**src/hw/csr_pkg.sv**
```systemverilog
`default_nettype none

package csr_pkg;

    // Command kinds produced by the decoder
    typedef enum logic [2:0] {
        OP_WRITE   = 3'd0,
        OP_SET     = 3'd1,
        OP_CLEAR   = 3'd2,
        OP_ECALL   = 3'd3,
        OP_MRET    = 3'd4,
        OP_ILLEGAL = 3'd5
    } csr_op_e;

    typedef enum logic [1:0] {
        PRIV_U = 2'b00,
        PRIV_M = 2'b11
    } priv_e;

    // SYSTEM instruction layout; rs1 doubles as the 5-bit immediate
    typedef struct packed {
        logic [11:0] funct12;
        logic [4:0]  rs1;
        logic [2:0]  funct3;
        logic [4:0]  rd;
        logic [6:0]  opcode;
    } sys_instr_t;

    typedef struct packed {
        csr_op_e     op;
        logic [11:0] addr;
        logic [31:0] wdata;
        logic        wr_en;
        logic [31:0] pc;
        logic [31:0] instr;
    } csr_cmd_t;

    typedef struct packed {
        logic [31:0] rdata;
        logic        redirect;
        logic [31:0] target;
    } csr_rsp_t;

    typedef struct packed {
        logic [18:0] rsv_31_13;
        logic [1:0]  mpp;
        logic [2:0]  rsv_10_8;
        logic        mpie;
        logic [2:0]  rsv_6_4;
        logic        mie;
        logic [2:0]  rsv_2_0;
    } mstatus_t;

    localparam logic [6:0]  OPCODE_SYSTEM = 7'b1110011;
    localparam logic [11:0] FUNCT12_ECALL = 12'h000;
    localparam logic [11:0] FUNCT12_MRET  = 12'h302;

    // Machine-level CSR addresses
    localparam logic [11:0] CSR_MVENDORID = 12'hf11;
    localparam logic [11:0] CSR_MARCHID   = 12'hf12;
    localparam logic [11:0] CSR_MIMPID    = 12'hf13;
    localparam logic [11:0] CSR_MHARTID   = 12'hf14;
    localparam logic [11:0] CSR_MSTATUS   = 12'h300;
    localparam logic [11:0] CSR_MISA      = 12'h301;
    localparam logic [11:0] CSR_MIE       = 12'h304;
    localparam logic [11:0] CSR_MTVEC     = 12'h305;
    localparam logic [11:0] CSR_MSCRATCH  = 12'h340;
    localparam logic [11:0] CSR_MEPC      = 12'h341;
    localparam logic [11:0] CSR_MCAUSE    = 12'h342;
    localparam logic [11:0] CSR_MTVAL     = 12'h343;

    localparam logic [31:0] CAUSE_ILLEGAL = 32'd2;
    localparam logic [31:0] CAUSE_ECALL_U = 32'd8;
    localparam logic [31:0] CAUSE_ECALL_M = 32'd11;

    localparam logic [31:0] MVENDORID_VAL = 32'd0;
    localparam logic [31:0] MARCHID_VAL   = 32'd0;
    localparam logic [31:0] MIMPID_VAL    = 32'd1;
    // RV32I
    localparam logic [31:0] MISA_VAL      = 32'h4000_0100;

    localparam logic [31:0] MIE_MASK      = 32'h0000_0888;
    localparam logic [31:0] MSTATUS_MASK  = 32'h0000_1888;
    localparam logic [31:0] MTVEC_MASK    = 32'hffff_fffc;

endpackage

`default_nettype wire

```
**src/hw/csr_cmd_decoder.sv**
```systemverilog
`timescale 1ns/1ps
`default_nettype none

module csr_cmd_decoder import csr_pkg::*; (
    input  logic        clk,
    input  logic        rst_n,
    input  logic        instr_valid,
    input  logic [31:0] instr,
    input  logic [31:0] rs1_data,
    input  logic [31:0] pc,
    output logic        cmd_valid,
    output csr_cmd_t    cmd
);

    sys_instr_t fields;
    csr_op_e    op;
    logic       is_imm;
    logic       wr_en;
    csr_cmd_t   cmd_next;

    assign fields = sys_instr_t'(instr);
    assign is_imm = fields.funct3[2];

    always_comb begin
        op = OP_ILLEGAL;
        if (fields.opcode == OPCODE_SYSTEM) begin
            case (fields.funct3)
                3'b000: begin
                    if (fields.funct12 == FUNCT12_ECALL) begin
                        op = OP_ECALL;
                    end else if (fields.funct12 == FUNCT12_MRET) begin
                        op = OP_MRET;
                    end
                end
                3'b001, 3'b101: op = OP_WRITE;
                3'b010, 3'b110: op = OP_SET;
                3'b011, 3'b111: op = OP_CLEAR;
                default:        op = OP_ILLEGAL;
            endcase
        end
    end

    // Set and clear with x0 or a zero immediate are pure reads
    always_comb begin
        wr_en = 1'b0;
        if (op == OP_WRITE) begin
            wr_en = 1'b1;
        end else if (op == OP_SET || op == OP_CLEAR) begin
            wr_en = (fields.rs1 != 5'd0);
        end
    end

    always_comb begin
        cmd_next.op    = op;
        cmd_next.addr  = fields.funct12;
        cmd_next.wdata = is_imm ? {27'd0, fields.rs1} : rs1_data;
        cmd_next.wr_en = wr_en;
        cmd_next.pc    = pc;
        cmd_next.instr = instr;
    end

    always_ff @(posedge clk) begin
        if (!rst_n) begin
            cmd_valid <= 1'b0;
        end else begin
            cmd_valid <= instr_valid;
        end
    end

    always_ff @(posedge clk) begin
        if (instr_valid) begin
            cmd <= cmd_next;
        end
    end

endmodule

`default_nettype wire

```
**src/hw/csr_cmd_fifo.sv**
```systemverilog
`timescale 1ns/1ps
`default_nettype none

module csr_cmd_fifo import csr_pkg::*; #(
    parameter int unsigned FIFO_DEPTH = 4
) (
    input  logic     clk,
    input  logic     rst_n,
    input  logic     push,
    input  csr_cmd_t push_cmd,
    input  logic     pop,
    output csr_cmd_t head,
    output logic     not_empty,
    output logic     overflow
);

    localparam int unsigned PTR_W = $clog2(FIFO_DEPTH);

    csr_cmd_t         mem [FIFO_DEPTH];
    logic [PTR_W-1:0] wr_ptr;
    logic [PTR_W-1:0] rd_ptr;
    logic [PTR_W:0]   count;
    logic             full;
    logic             do_push;
    logic             do_pop;

    assign full      = (count == (PTR_W+1)'(FIFO_DEPTH));
    assign not_empty = (count != '0);
    assign head      = mem[rd_ptr];

    // A pop in the same cycle frees the slot for a push into a full buffer
    assign do_pop  = pop && not_empty;
    assign do_push = push && (!full || do_pop);

    always_ff @(posedge clk) begin
        if (!rst_n) begin
            wr_ptr   <= '0;
            rd_ptr   <= '0;
            count    <= '0;
            overflow <= 1'b0;
        end else begin
            if (do_push) begin
                wr_ptr <= wr_ptr + 1'b1;
            end
            if (do_pop) begin
                rd_ptr <= rd_ptr + 1'b1;
            end
            count <= count + (PTR_W+1)'(do_push) - (PTR_W+1)'(do_pop);
            if (push && !do_push) begin
                overflow <= 1'b1;
            end
        end
    end

    always_ff @(posedge clk) begin
        if (do_push) begin
            mem[wr_ptr] <= push_cmd;
        end
    end

endmodule

`default_nettype wire

```
**src/hw/csr_mstatus_reg.sv**
```systemverilog
`timescale 1ns/1ps
`default_nettype none

module csr_mstatus_reg import csr_pkg::*; (
    input  logic        clk,
    input  logic        rst_n,
    input  logic        trap_take,
    input  logic        mret_take,
    input  logic        wr_en,
    input  logic [31:0] wdata,
    output mstatus_t    mstatus,
    output priv_e       priv
);

    mstatus_t wr_val;
    logic     mpp_legal;

    assign wr_val = mstatus_t'(wdata & MSTATUS_MASK);

    // MPP is WARL and keeps only U and M
    assign mpp_legal = (wr_val.mpp == PRIV_U) || (wr_val.mpp == PRIV_M);

    always_ff @(posedge clk) begin
        if (!rst_n) begin
            mstatus <= '0;
            priv    <= PRIV_M;
        end else if (trap_take) begin
            mstatus.mpie <= mstatus.mie;
            mstatus.mie  <= 1'b0;
            mstatus.mpp  <= priv;
            priv         <= PRIV_M;
        end else if (mret_take) begin
            mstatus.mie  <= mstatus.mpie;
            mstatus.mpie <= 1'b1;
            mstatus.mpp  <= PRIV_U;
            priv         <= priv_e'(mstatus.mpp);
        end else if (wr_en) begin
            mstatus.mie  <= wr_val.mie;
            mstatus.mpie <= wr_val.mpie;
            if (mpp_legal) begin
                mstatus.mpp <= wr_val.mpp;
            end
        end
    end

endmodule

`default_nettype wire

```
**src/hw/csr_file.sv**
```systemverilog
`timescale 1ns/1ps
`default_nettype none

module csr_file import csr_pkg::*; #(
    parameter logic [31:0] HART_ID    = 32'd0,
    parameter logic [31:0] MEPC_RESET = 32'h0001_0000
) (
    input  logic     clk,
    input  logic     rst_n,
    input  csr_cmd_t head,
    input  logic     not_empty,
    output logic     pop,
    output logic     rsp_valid,
    output csr_rsp_t rsp,
    output priv_e    priv
);

    csr_cmd_t    cmd_q;
    logic        busy;
    mstatus_t    mstatus;
    logic [31:0] mie_q;
    logic [31:0] mtvec_q;
    logic [31:0] mscratch_q;
    logic [31:0] mepc_q;
    logic [31:0] mcause_q;
    logic [31:0] mtval_q;

    logic [31:0] old_val;
    logic        addr_ok;
    logic [31:0] new_val;
    logic        is_csr;
    logic        csr_illegal;
    logic        illegal;
    logic        trap;
    logic        mret;
    logic        csr_write;
    logic [31:0] cause;

    // Read cycle when idle and write-back cycle while busy
    assign pop = !busy && not_empty;

    always_ff @(posedge clk) begin
        if (!rst_n) begin
            busy      <= 1'b0;
            rsp_valid <= 1'b0;
        end else begin
            busy      <= pop;
            rsp_valid <= busy;
        end
    end

    always_ff @(posedge clk) begin
        if (pop) begin
            cmd_q <= head;
        end
    end

    always_comb begin
        addr_ok = 1'b1;
        case (cmd_q.addr)
            CSR_MVENDORID: old_val = MVENDORID_VAL;
            CSR_MARCHID:   old_val = MARCHID_VAL;
            CSR_MIMPID:    old_val = MIMPID_VAL;
            CSR_MHARTID:   old_val = HART_ID;
            CSR_MSTATUS:   old_val = mstatus;
            CSR_MISA:      old_val = MISA_VAL;
            CSR_MIE:       old_val = mie_q;
            CSR_MTVEC:     old_val = mtvec_q;
            CSR_MSCRATCH:  old_val = mscratch_q;
            CSR_MEPC:      old_val = mepc_q;
            CSR_MCAUSE:    old_val = mcause_q;
            CSR_MTVAL:     old_val = mtval_q;
            default: begin
                old_val = 32'd0;
                addr_ok = 1'b0;
            end
        endcase
    end

    always_comb begin
        case (cmd_q.op)
            OP_SET:   new_val = old_val | cmd_q.wdata;
            OP_CLEAR: new_val = old_val & ~cmd_q.wdata;
            default:  new_val = cmd_q.wdata;
        endcase
    end

    assign is_csr = (cmd_q.op == OP_WRITE) || (cmd_q.op == OP_SET) || (cmd_q.op == OP_CLEAR);

    // Bits 11:10 both set marks a read-only CSR
    assign csr_illegal = is_csr && (!addr_ok || (cmd_q.wr_en && (cmd_q.addr[11:10] == 2'b11))
                         || (priv == PRIV_U));
    assign illegal     = (cmd_q.op == OP_ILLEGAL) || csr_illegal;
    assign trap        = busy && (illegal || (cmd_q.op == OP_ECALL));
    assign mret        = busy && (cmd_q.op == OP_MRET);
    assign csr_write   = busy && is_csr && !csr_illegal && cmd_q.wr_en;

    always_comb begin
        if (illegal) begin
            cause = CAUSE_ILLEGAL;
        end else if (priv == PRIV_U) begin
            cause = CAUSE_ECALL_U;
        end else begin
            cause = CAUSE_ECALL_M;
        end
    end

    csr_mstatus_reg mstatus_i (
        .clk       (clk),
        .rst_n     (rst_n),
        .trap_take (trap),
        .mret_take (mret),
        .wr_en     (csr_write && (cmd_q.addr == CSR_MSTATUS)),
        .wdata     (new_val),
        .mstatus   (mstatus),
        .priv      (priv)
    );

    always_ff @(posedge clk) begin
        if (!rst_n) begin
            mie_q      <= 32'd0;
            mtvec_q    <= MEPC_RESET;
            mscratch_q <= 32'd0;
            mepc_q     <= MEPC_RESET;
            mcause_q   <= 32'd0;
            mtval_q    <= 32'd0;
        end else if (trap) begin
            mepc_q   <= cmd_q.pc;
            mcause_q <= cause;
            mtval_q  <= illegal ? cmd_q.instr : 32'd0;
        end else if (csr_write) begin
            case (cmd_q.addr)
                CSR_MIE:      mie_q      <= new_val & MIE_MASK;
                CSR_MTVEC:    mtvec_q    <= new_val & MTVEC_MASK;
                CSR_MSCRATCH: mscratch_q <= new_val;
                CSR_MEPC:     mepc_q     <= new_val;
                CSR_MCAUSE:   mcause_q   <= new_val;
                CSR_MTVAL:    mtval_q    <= new_val;
                default:      ;
            endcase
        end
    end

    // Response carries the pre-update value
    always_ff @(posedge clk) begin
        if (busy) begin
            rsp.rdata    <= (trap || mret) ? 32'd0 : old_val;
            rsp.redirect <= trap || mret;
            if (trap) begin
                rsp.target <= mtvec_q;
            end else if (mret) begin
                rsp.target <= mepc_q;
            end else begin
                rsp.target <= 32'd0;
            end
        end
    end

endmodule

`default_nettype wire

```
**src/hw/csr_unit_top.sv**
```systemverilog
`timescale 1ns/1ps
`default_nettype none

module csr_unit_top import csr_pkg::*; #(
    parameter int unsigned FIFO_DEPTH = 4,
    parameter logic [31:0] HART_ID    = 32'd0,
    parameter logic [31:0] MEPC_RESET = 32'h0001_0000
) (
    input  logic        clk,
    input  logic        rst_n,
    input  logic        instr_valid,
    input  logic [31:0] instr,
    input  logic [31:0] rs1_data,
    input  logic [31:0] pc,
    output logic        rsp_valid,
    output csr_rsp_t    rsp,
    output priv_e       priv,
    output logic        overflow
);

    logic     cmd_valid;
    csr_cmd_t cmd;
    csr_cmd_t head;
    logic     not_empty;
    logic     pop;

    csr_cmd_decoder decoder_i (
        .clk         (clk),
        .rst_n       (rst_n),
        .instr_valid (instr_valid),
        .instr       (instr),
        .rs1_data    (rs1_data),
        .pc          (pc),
        .cmd_valid   (cmd_valid),
        .cmd         (cmd)
    );

    csr_cmd_fifo #(
        .FIFO_DEPTH (FIFO_DEPTH)
    ) fifo_i (
        .clk       (clk),
        .rst_n     (rst_n),
        .push      (cmd_valid),
        .push_cmd  (cmd),
        .pop       (pop),
        .head      (head),
        .not_empty (not_empty),
        .overflow  (overflow)
    );

    csr_file #(
        .HART_ID    (HART_ID),
        .MEPC_RESET (MEPC_RESET)
    ) csr_file_i (
        .clk       (clk),
        .rst_n     (rst_n),
        .head      (head),
        .not_empty (not_empty),
        .pop       (pop),
        .rsp_valid (rsp_valid),
        .rsp       (rsp),
        .priv      (priv)
    );

endmodule

`default_nettype wire

```
**config.mk**
```make
export PLATFORM = sky130hd
export DESIGN_NAME = csr_unit_top
export DESIGN_NICKNAME = d
export VERILOG_FILES = /design/src/hw/csr_pkg.sv /design/src/hw/csr_cmd_decoder.sv /design/src/hw/csr_cmd_fifo.sv /design/src/hw/csr_mstatus_reg.sv /design/src/hw/csr_file.sv /design/src/hw/csr_unit_top.sv
export SDC_FILE = /design/constraint.sdc
export NUM_CORES = 1
export LEC_CHECK = 0
export ABC_AREA = 0
export BUFFER_PORTS_ARGS = -buffer_cell sky130_fd_sc_hd__buf_2
export CORE_ASPECT_RATIO = 1.75
export CORE_UTILIZATION = 55
export CTS_CLUSTER_DIAMETER = 40
export DETAILED_ROUTE_END_ITERATION = 10
export GPL_TIMING_DRIVEN = 0
export PLACE_DENSITY = 0.74
export SYNTH_ARGS = -nofsm -noshare
export SYNTH_HDL_FRONTEND = slang
export SYNTH_SLANG_ARGS = --single-unit
export TNS_END_PERCENT = 10
```
**constraint.sdc**
```tcl
create_clock -name clk -period 6.9 [get_ports clk]
set_input_delay 0.69 -clock clk [delete_from_list [all_inputs] [get_ports clk]]
set_output_delay 0.69 -clock clk [all_outputs]
set_load 0.005 [all_outputs]
```
# Word-level counts from Yosys, hierarchy flattened
# Memories as Yosys holds them, arrays and structs flattened. A register that Yosys moved wholly into a read port is not among the register bits.
# Cells that the tools add are included.
dict set report classes {
  addsub 4
  eq_ne 30
  n_mux 34
  bitwise_logic 6
  n_reduce_logical 55
}
# operator n
set op_table {}
lappend op_table {{$mux 32} 13}
lappend op_table {{$pmux 32 s9} 1}
lappend op_table {{$eq 12x10->1 const B} 9}
lappend op_table {{$pmux 32 s2} 1}
lappend op_table {{$eq 12x12->1 const B} 4}
lappend op_table {{$and 32x32->32} 1}
lappend op_table {{$not 32->32} 1}
lappend op_table {{$or 32x32->32} 1}
lappend op_table {{$eq 3x3->1 const B} 6}
lappend op_table {{$eq 3x2->1 const B} 5}
lappend op_table {{$logic_and 1x1->1} 12}
lappend op_table {{$logic_not 12->1} 1}
lappend op_table {{$pmux 3 s4} 1}
lappend op_table {{$reduce_or 12->1} 1}
lappend op_table {{$logic_or 1x1->1} 10}
lappend op_table {{$mux 1} 10}
lappend op_table {{$mux 2} 5}
lappend op_table {{$reduce_bool 2->1} 5}
lappend op_table {{$reduce_or 2->1} 5}
lappend op_table {{$eq 3x1->1 const B} 3}
lappend op_table {{$logic_not 3->1} 3}
lappend op_table {{$reduce_and 3->1} 3}
lappend op_table {{$reduce_bool 3->1} 3}
lappend op_table {{$reduce_and 2->1} 4}
lappend op_table {{11 further kinds} 21}
dict set report totals {
  register_bits 355
  ram_bits 448
  in_bits 99
  out_inout_bits 69
  wordCells 158
  memories 1
}
# name depth width rd rd_clocked_by_memory_dff write_ports line
set memory_table {}
lappend memory_table {fifo_i.mem 4 112 1 1 1 csr_cmd_fifo.sv:19} ;# csr_cmd_t mem [FIFO_DEPTH];

# Depth between registers and ports, before layout
dict set report logic_depth {
  ltp_word 14
  ltp_mapped 11
  depth_no_buf 10
}

# Hierarchy
# Synthesis repeated with hierarchy kept, for this count alone.
dict set report unflattened {
  cells_unflattened 2350
  hier_area_um2 36191.0
}
# module instances cells_per_inst area_per_inst_um2 seq_area_each_um2
set modules_own_cells {}
lappend modules_own_cells {csr_cmd_fifo 1 636 16749.8 13653.1}
lappend modules_own_cells {csr_file 1 1484 15454.8 8578.2}
lappend modules_own_cells {csr_cmd_decoder 1 170 3490.8 3022.9}
lappend modules_own_cells {csr_mstatus_reg 1 60 495.5 120.1}

# Worst setup path before layout
# No wires, ideal clock.
dict set report synth_path {
  path_kind {register to register}
  startpoint {reg csr_file_i.busy}
  endpoint {reg fifo_i.count[2]}
  setup_ps 115
  arrival_time_ps 7519
  required_time_ps 6785
  slack_ps -734
  path_stages_with_launch 11
  n_path_buf 1
  period_less_slack_ps 7634
  path_cell_list {dfxtp_1 clkbuf_2 nor2_1 ha_1 inv_1 ha_1 inv_1 fa_1 xnor2_1 xnor2_1 and2_1}
}
dict set report synth_between {
  elab_chain_cells 7
}
# item line
set synth_lines {}
lappend synth_lines {{start, declared} csr_file.sv:19} ;# logic busy;
lappend synth_lines {{start signal, assigned} csr_file.sv:47} ;# busy <= pop;
lappend synth_lines {{$logic_not 1->1 *} csr_file.sv:40} ;# assign pop = !busy && not_empty;
lappend synth_lines {{$logic_and 1x1->1 *} csr_file.sv:40}
lappend synth_lines {{named net csr_file_i.pop} csr_file.sv:12} ;# output logic pop,
lappend synth_lines {{$logic_and 1x1->1 *} csr_cmd_fifo.sv:32} ;# assign do_pop = pop && not_empty;
lappend synth_lines {{$logic_or 1x1->1} csr_cmd_fifo.sv:33} ;# assign do_push = push && (!full || do_pop);
lappend synth_lines {{$logic_and 1x1->1} csr_cmd_fifo.sv:33}
lappend synth_lines {{$add 3x1->3} csr_cmd_fifo.sv:48} ;# count <= count + (PTR_W+1)'(do_push) - (PTR_W+1)'(do_pop);
lappend synth_lines {{$sub 3x1->3 *} csr_cmd_fifo.sv:48}
lappend synth_lines {{end signal, assigned} csr_cmd_fifo.sv:48}
lappend synth_lines {{end, declared} csr_cmd_fifo.sv:22} ;# logic [PTR_W:0] count;
# Mark *: on every way through the listed nets, which the timed path passes. The rest lies on a longest branch.
# A chain may end at the register's enable or synchronous reset.

# Worst setup path after layout
dict set report layout_path {
  startpoint {reg csr_file_i.busy}
  endpoint {reg csr_file_i.mtval_q[5]}
}
dict set report layout_between {
  elab_chain_cells 5
  word_cells_on_any_way 8
  cone_classes {mux: 1; reduce/logical: 7}
}
# item line
set layout_lines {}
lappend layout_lines {{$logic_and 1x1->1 (3 in a row)} csr_file.sv:96} ;# assign csr_write = busy && is_csr && !csr_illegal && cmd_q.wr_en;
lappend layout_lines {{$reduce_bool 2->1 (no source line)} --}
lappend layout_lines {{$reduce_and 2->1 (no source line)} --}
lappend layout_lines {{end signal, assigned} csr_file.sv:130} ;# mtval_q <= illegal ? cmd_q.instr : 32'd0;
lappend layout_lines {{end signal, assigned} csr_file.sv:138} ;# CSR_MTVAL: mtval_q <= new_val;
lappend layout_lines {{end, declared} csr_file.sv:26} ;# logic [31:0] mtval_q;
# Several ways; a longest one is shown, not always the timed one.

==> out/results.env <==
WORST_SETUP_HOLD_PATH_CLK_SLEW_PS=70
SETUP.WORST_PATH.START_CLASS='flip-flop'
GRT_PASS1_VIAS=19176
INTERNAL_POWER_W=0.009962
TIMING.HOLD.WORST.START='pc[24]'
NUMCTSBUFFERS=76
DETAILROUTE.VIA_COUNT=18772
RR_WORST_DEPTH=10
SYNTH_LARGEST_TYPE_AREA_FRACTION=0.6176
ARRIVAL_PS=5240
POWER.DENSITY_mW_PER_MM2=393.1
REGTOREGSETUPSLACK_PS=2210
DPL.HPWL_MM=63.00
FINAL_LAYOUT_SIZE_SUFFIX_GT1_FRAC=0.2053
REPORT.FINAL.SLEW_VIOL_COUNT=0
SYNTH_SEQUENTIAL_AREA_RATIO=0.7279
PLACE.GP.CONGESTION=0.9682
POST_SYNTH_NUM_CELL_TYPES=71
CLOCK_SINKS=843
ROWS=117
PLACEABLECOREAREA_MM2=0.05812
CTS-ROOT-BUF='sky130_fd_sc_hd__clkbuf_16'
DIE_OUTLINE_AREA_MM2=0.05979
SYNTHCELLS=1988
GRT_PASS1_WL_MM=126.7
TIMING.FINAL.CRIT_SHARE=0.6795
VIA_PER_INST=6.089
NUMBER_OF_ENABLE_FLIP_FLOP_CELLS_AFTER_SYNTHESIS=665
AREA_GROWTH_PCT=14.52
WHS_PATH_DEPTH=1
RUN_STATUS='finished, violations left'
WORST-SLEW-PIN-TRANSITION_PS=1458
DRV.MAX_CAP_VIOLATION_COUNT=1
FIRSTDRTPASSITERS=6
POST-SYNTH-TOP-COUNT-CELL='sky130_fd_sc_hd__edfxtp_1'
COMMONEST_CELLS_IN_THE_NETLIST='sky130_fd_sc_hd__edfxtp_1 (665), sky130_fd_sc_hd__dfxtp_1 (178), sky130_fd_sc_hd__nand2_1 (140), sky130_fd_sc_hd__mux4_2 (105), sky130_fd_sc_hd__nor2_1 (100)'
CRITPATHMAXFANOUT=51
WIRELENGTH_MM=87.63
HOLD-PATH-ENDPOINT='decoder_i.cmd[56]$_DFFE_PP_'
ASYNC_RESET_FF_FRAC=0
TYPE_OF_THE_WORST_SETUP_PATH='reg -> reg'
POST_CTS_RESIZE_COUNT=0
REGTOREGENDPOINT='csr_file_i.mtval_q[5]$_SDFFE_PN0P_'
POWER.NET_SWITCHING_W=0.004591
POST-ROUTE-DRC-COUNT=0
GRT_MAX_DEGREE=70
UNREPAIRED_SETUP_ENDPOINTS_AFTER_GLOBAL_ROUTING='false'
CTS_SETUP_BUFFERS=0
START_UTIL=0.5563
CRITICAL_PATH.CELL_CHAIN='buf_16, clkbuf_2, a21bo_2, nor4b_1, and2_1, nand3_1, nand2_1, clkbuf_1, o21ai_0, a21oi_1'
CRITICAL_PATH_RT_PS=7450
FIN_SKEW_PS=31.39
YOSYSTOPAREACELL='sky130_fd_sc_hd__edfxtp_1'
WORSTREG2REGSTART='csr_file_i.busy$_SDFF_PN0_'
POWER_SWITCHING_SHARE=0.3155
LAYOUT.CELLS.NON_FILLER=3083
HP-CLASS='in -> reg'
DIEWIDTH_UM=185.3
CLOCKPOWERSHARE=0.295
CRITPATHTOPFAMILY='simple AND/OR/NAND/NOR gates'
YOSYS_MOST_USED_DFF='sky130_fd_sc_hd__edfxtp_1'
DIE_HEIGHT_UM=322.7
FINALWORSTPATHREQUIREDPERIOD_PS=4688
P_COMB_FRAC=0.224
CELL_AREA_AFTER_SYNTHESIS_MM2=0.03233
DRT-INITIAL-DRC-COUNT=1695
IOPINCOUNT=168
MAX_SLEW_MARGIN=0.01426
PORT_BUFFERS=167
POST_SYNTH_MAIN_AREA_CONTRIBUTORS='sky130_fd_sc_hd__edfxtp_1 (62%), sky130_fd_sc_hd__dfxtp_1 (11%), sky130_fd_sc_hd__mux4_2 (7.3%)'
AVGROUTEDWIREPERCELL_UM=28.42
CTS_HOLD_BUF=0
SYN-NUM-NETS=2094
GRT_ANTENNA_BEFORE_REPAIR=1
FINAL-SETUP-VIOL-COUNT=0
WORST_SLACK_PS=2212
YS.WARNINGS.COUNT=0
MAX_VDD_DROP_uV=272.6
N_FILL_CELL=4187
GRT_OVERFLOW_TOTAL=0
POST_ROUTE_ANTENNA_NET_VIOLATION_COUNT=0
SYNTH_AREA_PER_CELL_UM2=16.26
CRIT_BUF_INV=3
PRECTSSETUPSLACK_PS=2306
TIMING.HOLD.WS_PS=246.3
TRITONCTS_CLOCK_TREE='done'
SETUP.WORST_PATH.END_CLASS='flip-flop'
GROUTE.USAGE.OVERALL=0.3024
WORST_SKEW_PAIR_LATER_PIN_LATENCY_PS=630
H-TREE-DEPTH=3
CTS-ROOT-TO-SINK-BUFFERS=3
MAX_FREQ_MHz=213.3
LEAKAGE_POWER_nW=13.18
CRITPATHSLOWESTCELL='sky130_fd_sc_hd__nor4b_1'
YS_FF_LATCH=843
CRIT_PATH_MAX_INCR_DELAY_PS=1150
DP_CELLS=2941
VIOLATIONS_IN_THE_FINAL_REPORTS='capacitance limit'
SEQ_POWER_SHARE=0.481
FINALNETCOUNT=2352
FINAL-HOLD-VIOLATION-COUNT=0
through the flow:
stage	power (W)	area, um2	utilization	TNS (ps)
after global placement	0.01025	34140	0.5874	-206330
after global routing	0.01503	37020	0.6371	0
after floorplan	0.008787	32330	-	0
after detailed placement	0.01031	34460	0.5930	0
final	0.01455	37020	0.6371	0
after CTS	0.01459	37020	0.6370	0
worst reg2reg max path: stages, from the launching register on:
cell and delay (ps):
sky130_fd_sc_hd__dfxtp_4 550, sky130_fd_sc_hd__buf_16 300, sky130_fd_sc_hd__clkbuf_2 360, sky130_fd_sc_hd__a21bo_2 280, sky130_fd_sc_hd__nor4b_1 1150, sky130_fd_sc_hd__and2_1 290, sky130_fd_sc_hd__nand3_1 280, sky130_fd_sc_hd__nand2_1 400
sky130_fd_sc_hd__clkbuf_1 650, sky130_fd_sc_hd__o21ai_0 190, sky130_fd_sc_hd__a21oi_1 170
area by class of cell:
cell class / count / area, um2 / share of cell area
Sequential cell: 843 / 23540 / 0.6357
Multi-Input combinational cell: 998 / 8183 / 0.2210
Clock buffer: 107 / 2195 / 0.05927
Timing Repair Buffer: 180 / 1144 / 0.03089
Tap cell: 773 / 967.2 / 0.02612
Buffer: 138 / 599.3 / 0.01619
Clock inverter: 34 / 364.1 / 0.009834
Inverter: 9 / 33.78 / 0.0009124
Antenna cell: 1 / 2.502 / 0.00006759
flip-flops by register name, indices dropped and copies added, names as in the netlist:
name                          count
csr_file_i.mie_q                  3
fifo_i.count                      3
csr_file_i.busy                   1
csr_file_i.mscratch_q            32
csr_file_i.mstatus_i.mstatus      4
csr_file_i.mstatus_i.priv         2
csr_file_i.mcause_q              32
csr_file_i.mtval_q               32
csr_file_i.cmd_q                100
fifo_i.overflow                   1
decoder_i.cmd_valid               1
fifo_i.wr_ptr                     2
csr_file_i.rsp_valid              1
fifo_i.mem                      400
csr_file_i.rsp                   65
csr_file_i.mepc_q                32
csr_file_i.mtvec_q               30
decoder_i.cmd                   100
fifo_i.rd_ptr                     2
worst max-delay path by stage:
stage	startpoint	endpoint	slack [ps]	depth (start not counted)
6_report	csr_file_i.busy$_SDFF_PN0_	csr_file_i.mtval_q[5]$_SDFFE_PN0P_	2210	10
5_1_grt	csr_file_i.busy$_SDFF_PN0_	csr_file_i.mtval_q[14]$_SDFFE_PN0P_	2140	10
4_1_cts	csr_file_i.busy$_SDFF_PN0_	csr_file_i.mtval_q[27]$_SDFFE_PN0P_	2290	10
3_5_place_dp	csr_file_i.busy$_SDFF_PN0_	csr_file_i.mtval_q[5]$_SDFFE_PN0P_	2310	10
3_3_place_gp	csr_file_i.busy$_SDFF_PN0_	fifo_i.count[2]$_SDFF_PN0_	-1110	10
2_1_floorplan	csr_file_i.busy$_SDFF_PN0_	fifo_i.count[2]$_SDFF_PN0_	1130	10
power groups by stage:
stage	registers [W]	clock network (W)	logic, W
finish	0.00700	0.00429	0.00326
global route	0.00704	0.00454	0.00344
detailed placement	0.00709	0	0.00323
CTS	0.00698	0.00435	0.00326
floorplan	0.00683	0	0.00196
global placement	0.00719	0	0.00306
cell families after synthesis:
logic type,count (synthesis),synth area share
buffers and inverters,147,0.01958
DFF,843,0.7279
and+or+nand+nor,398,0.05879
adders and majority gates,7,0.002941
AOI/OAI and AO/OA,401,0.09060
muxes,185,0.09810
xor gates and xnor gates,7,0.002129
layout by cell type (no fill, tap or decap), drive strengths merged, types with 27 or more instances in the layout:
master	n
nor3	34
a22o	32
mux2i	75
edfxtp	665
nor2	100
dfxtp	178
clkbuf	177
o211a	53
a211oi	29
a21oi	72
mux4	105
nor2b	49
buf	248
o21ai	50
nand2	140
a22oi	28
a21boi	27
routing by layer:
| layer | wire length, um | global-route usage | vias to the layer above |
|---|---|---|---|
| li1 | - | - | 8236 |
| met1 | 31540 | 0.3467 | 9508 |
| met2 | 45730 | 0.5281 | 818 |
| met3 | 4410 | 0.04076 | 210 |
| met4 | 5947 | 0.1943 | 0 |
| met5 | 0 | 0 | - |
(Power assumes the default switching activity.)
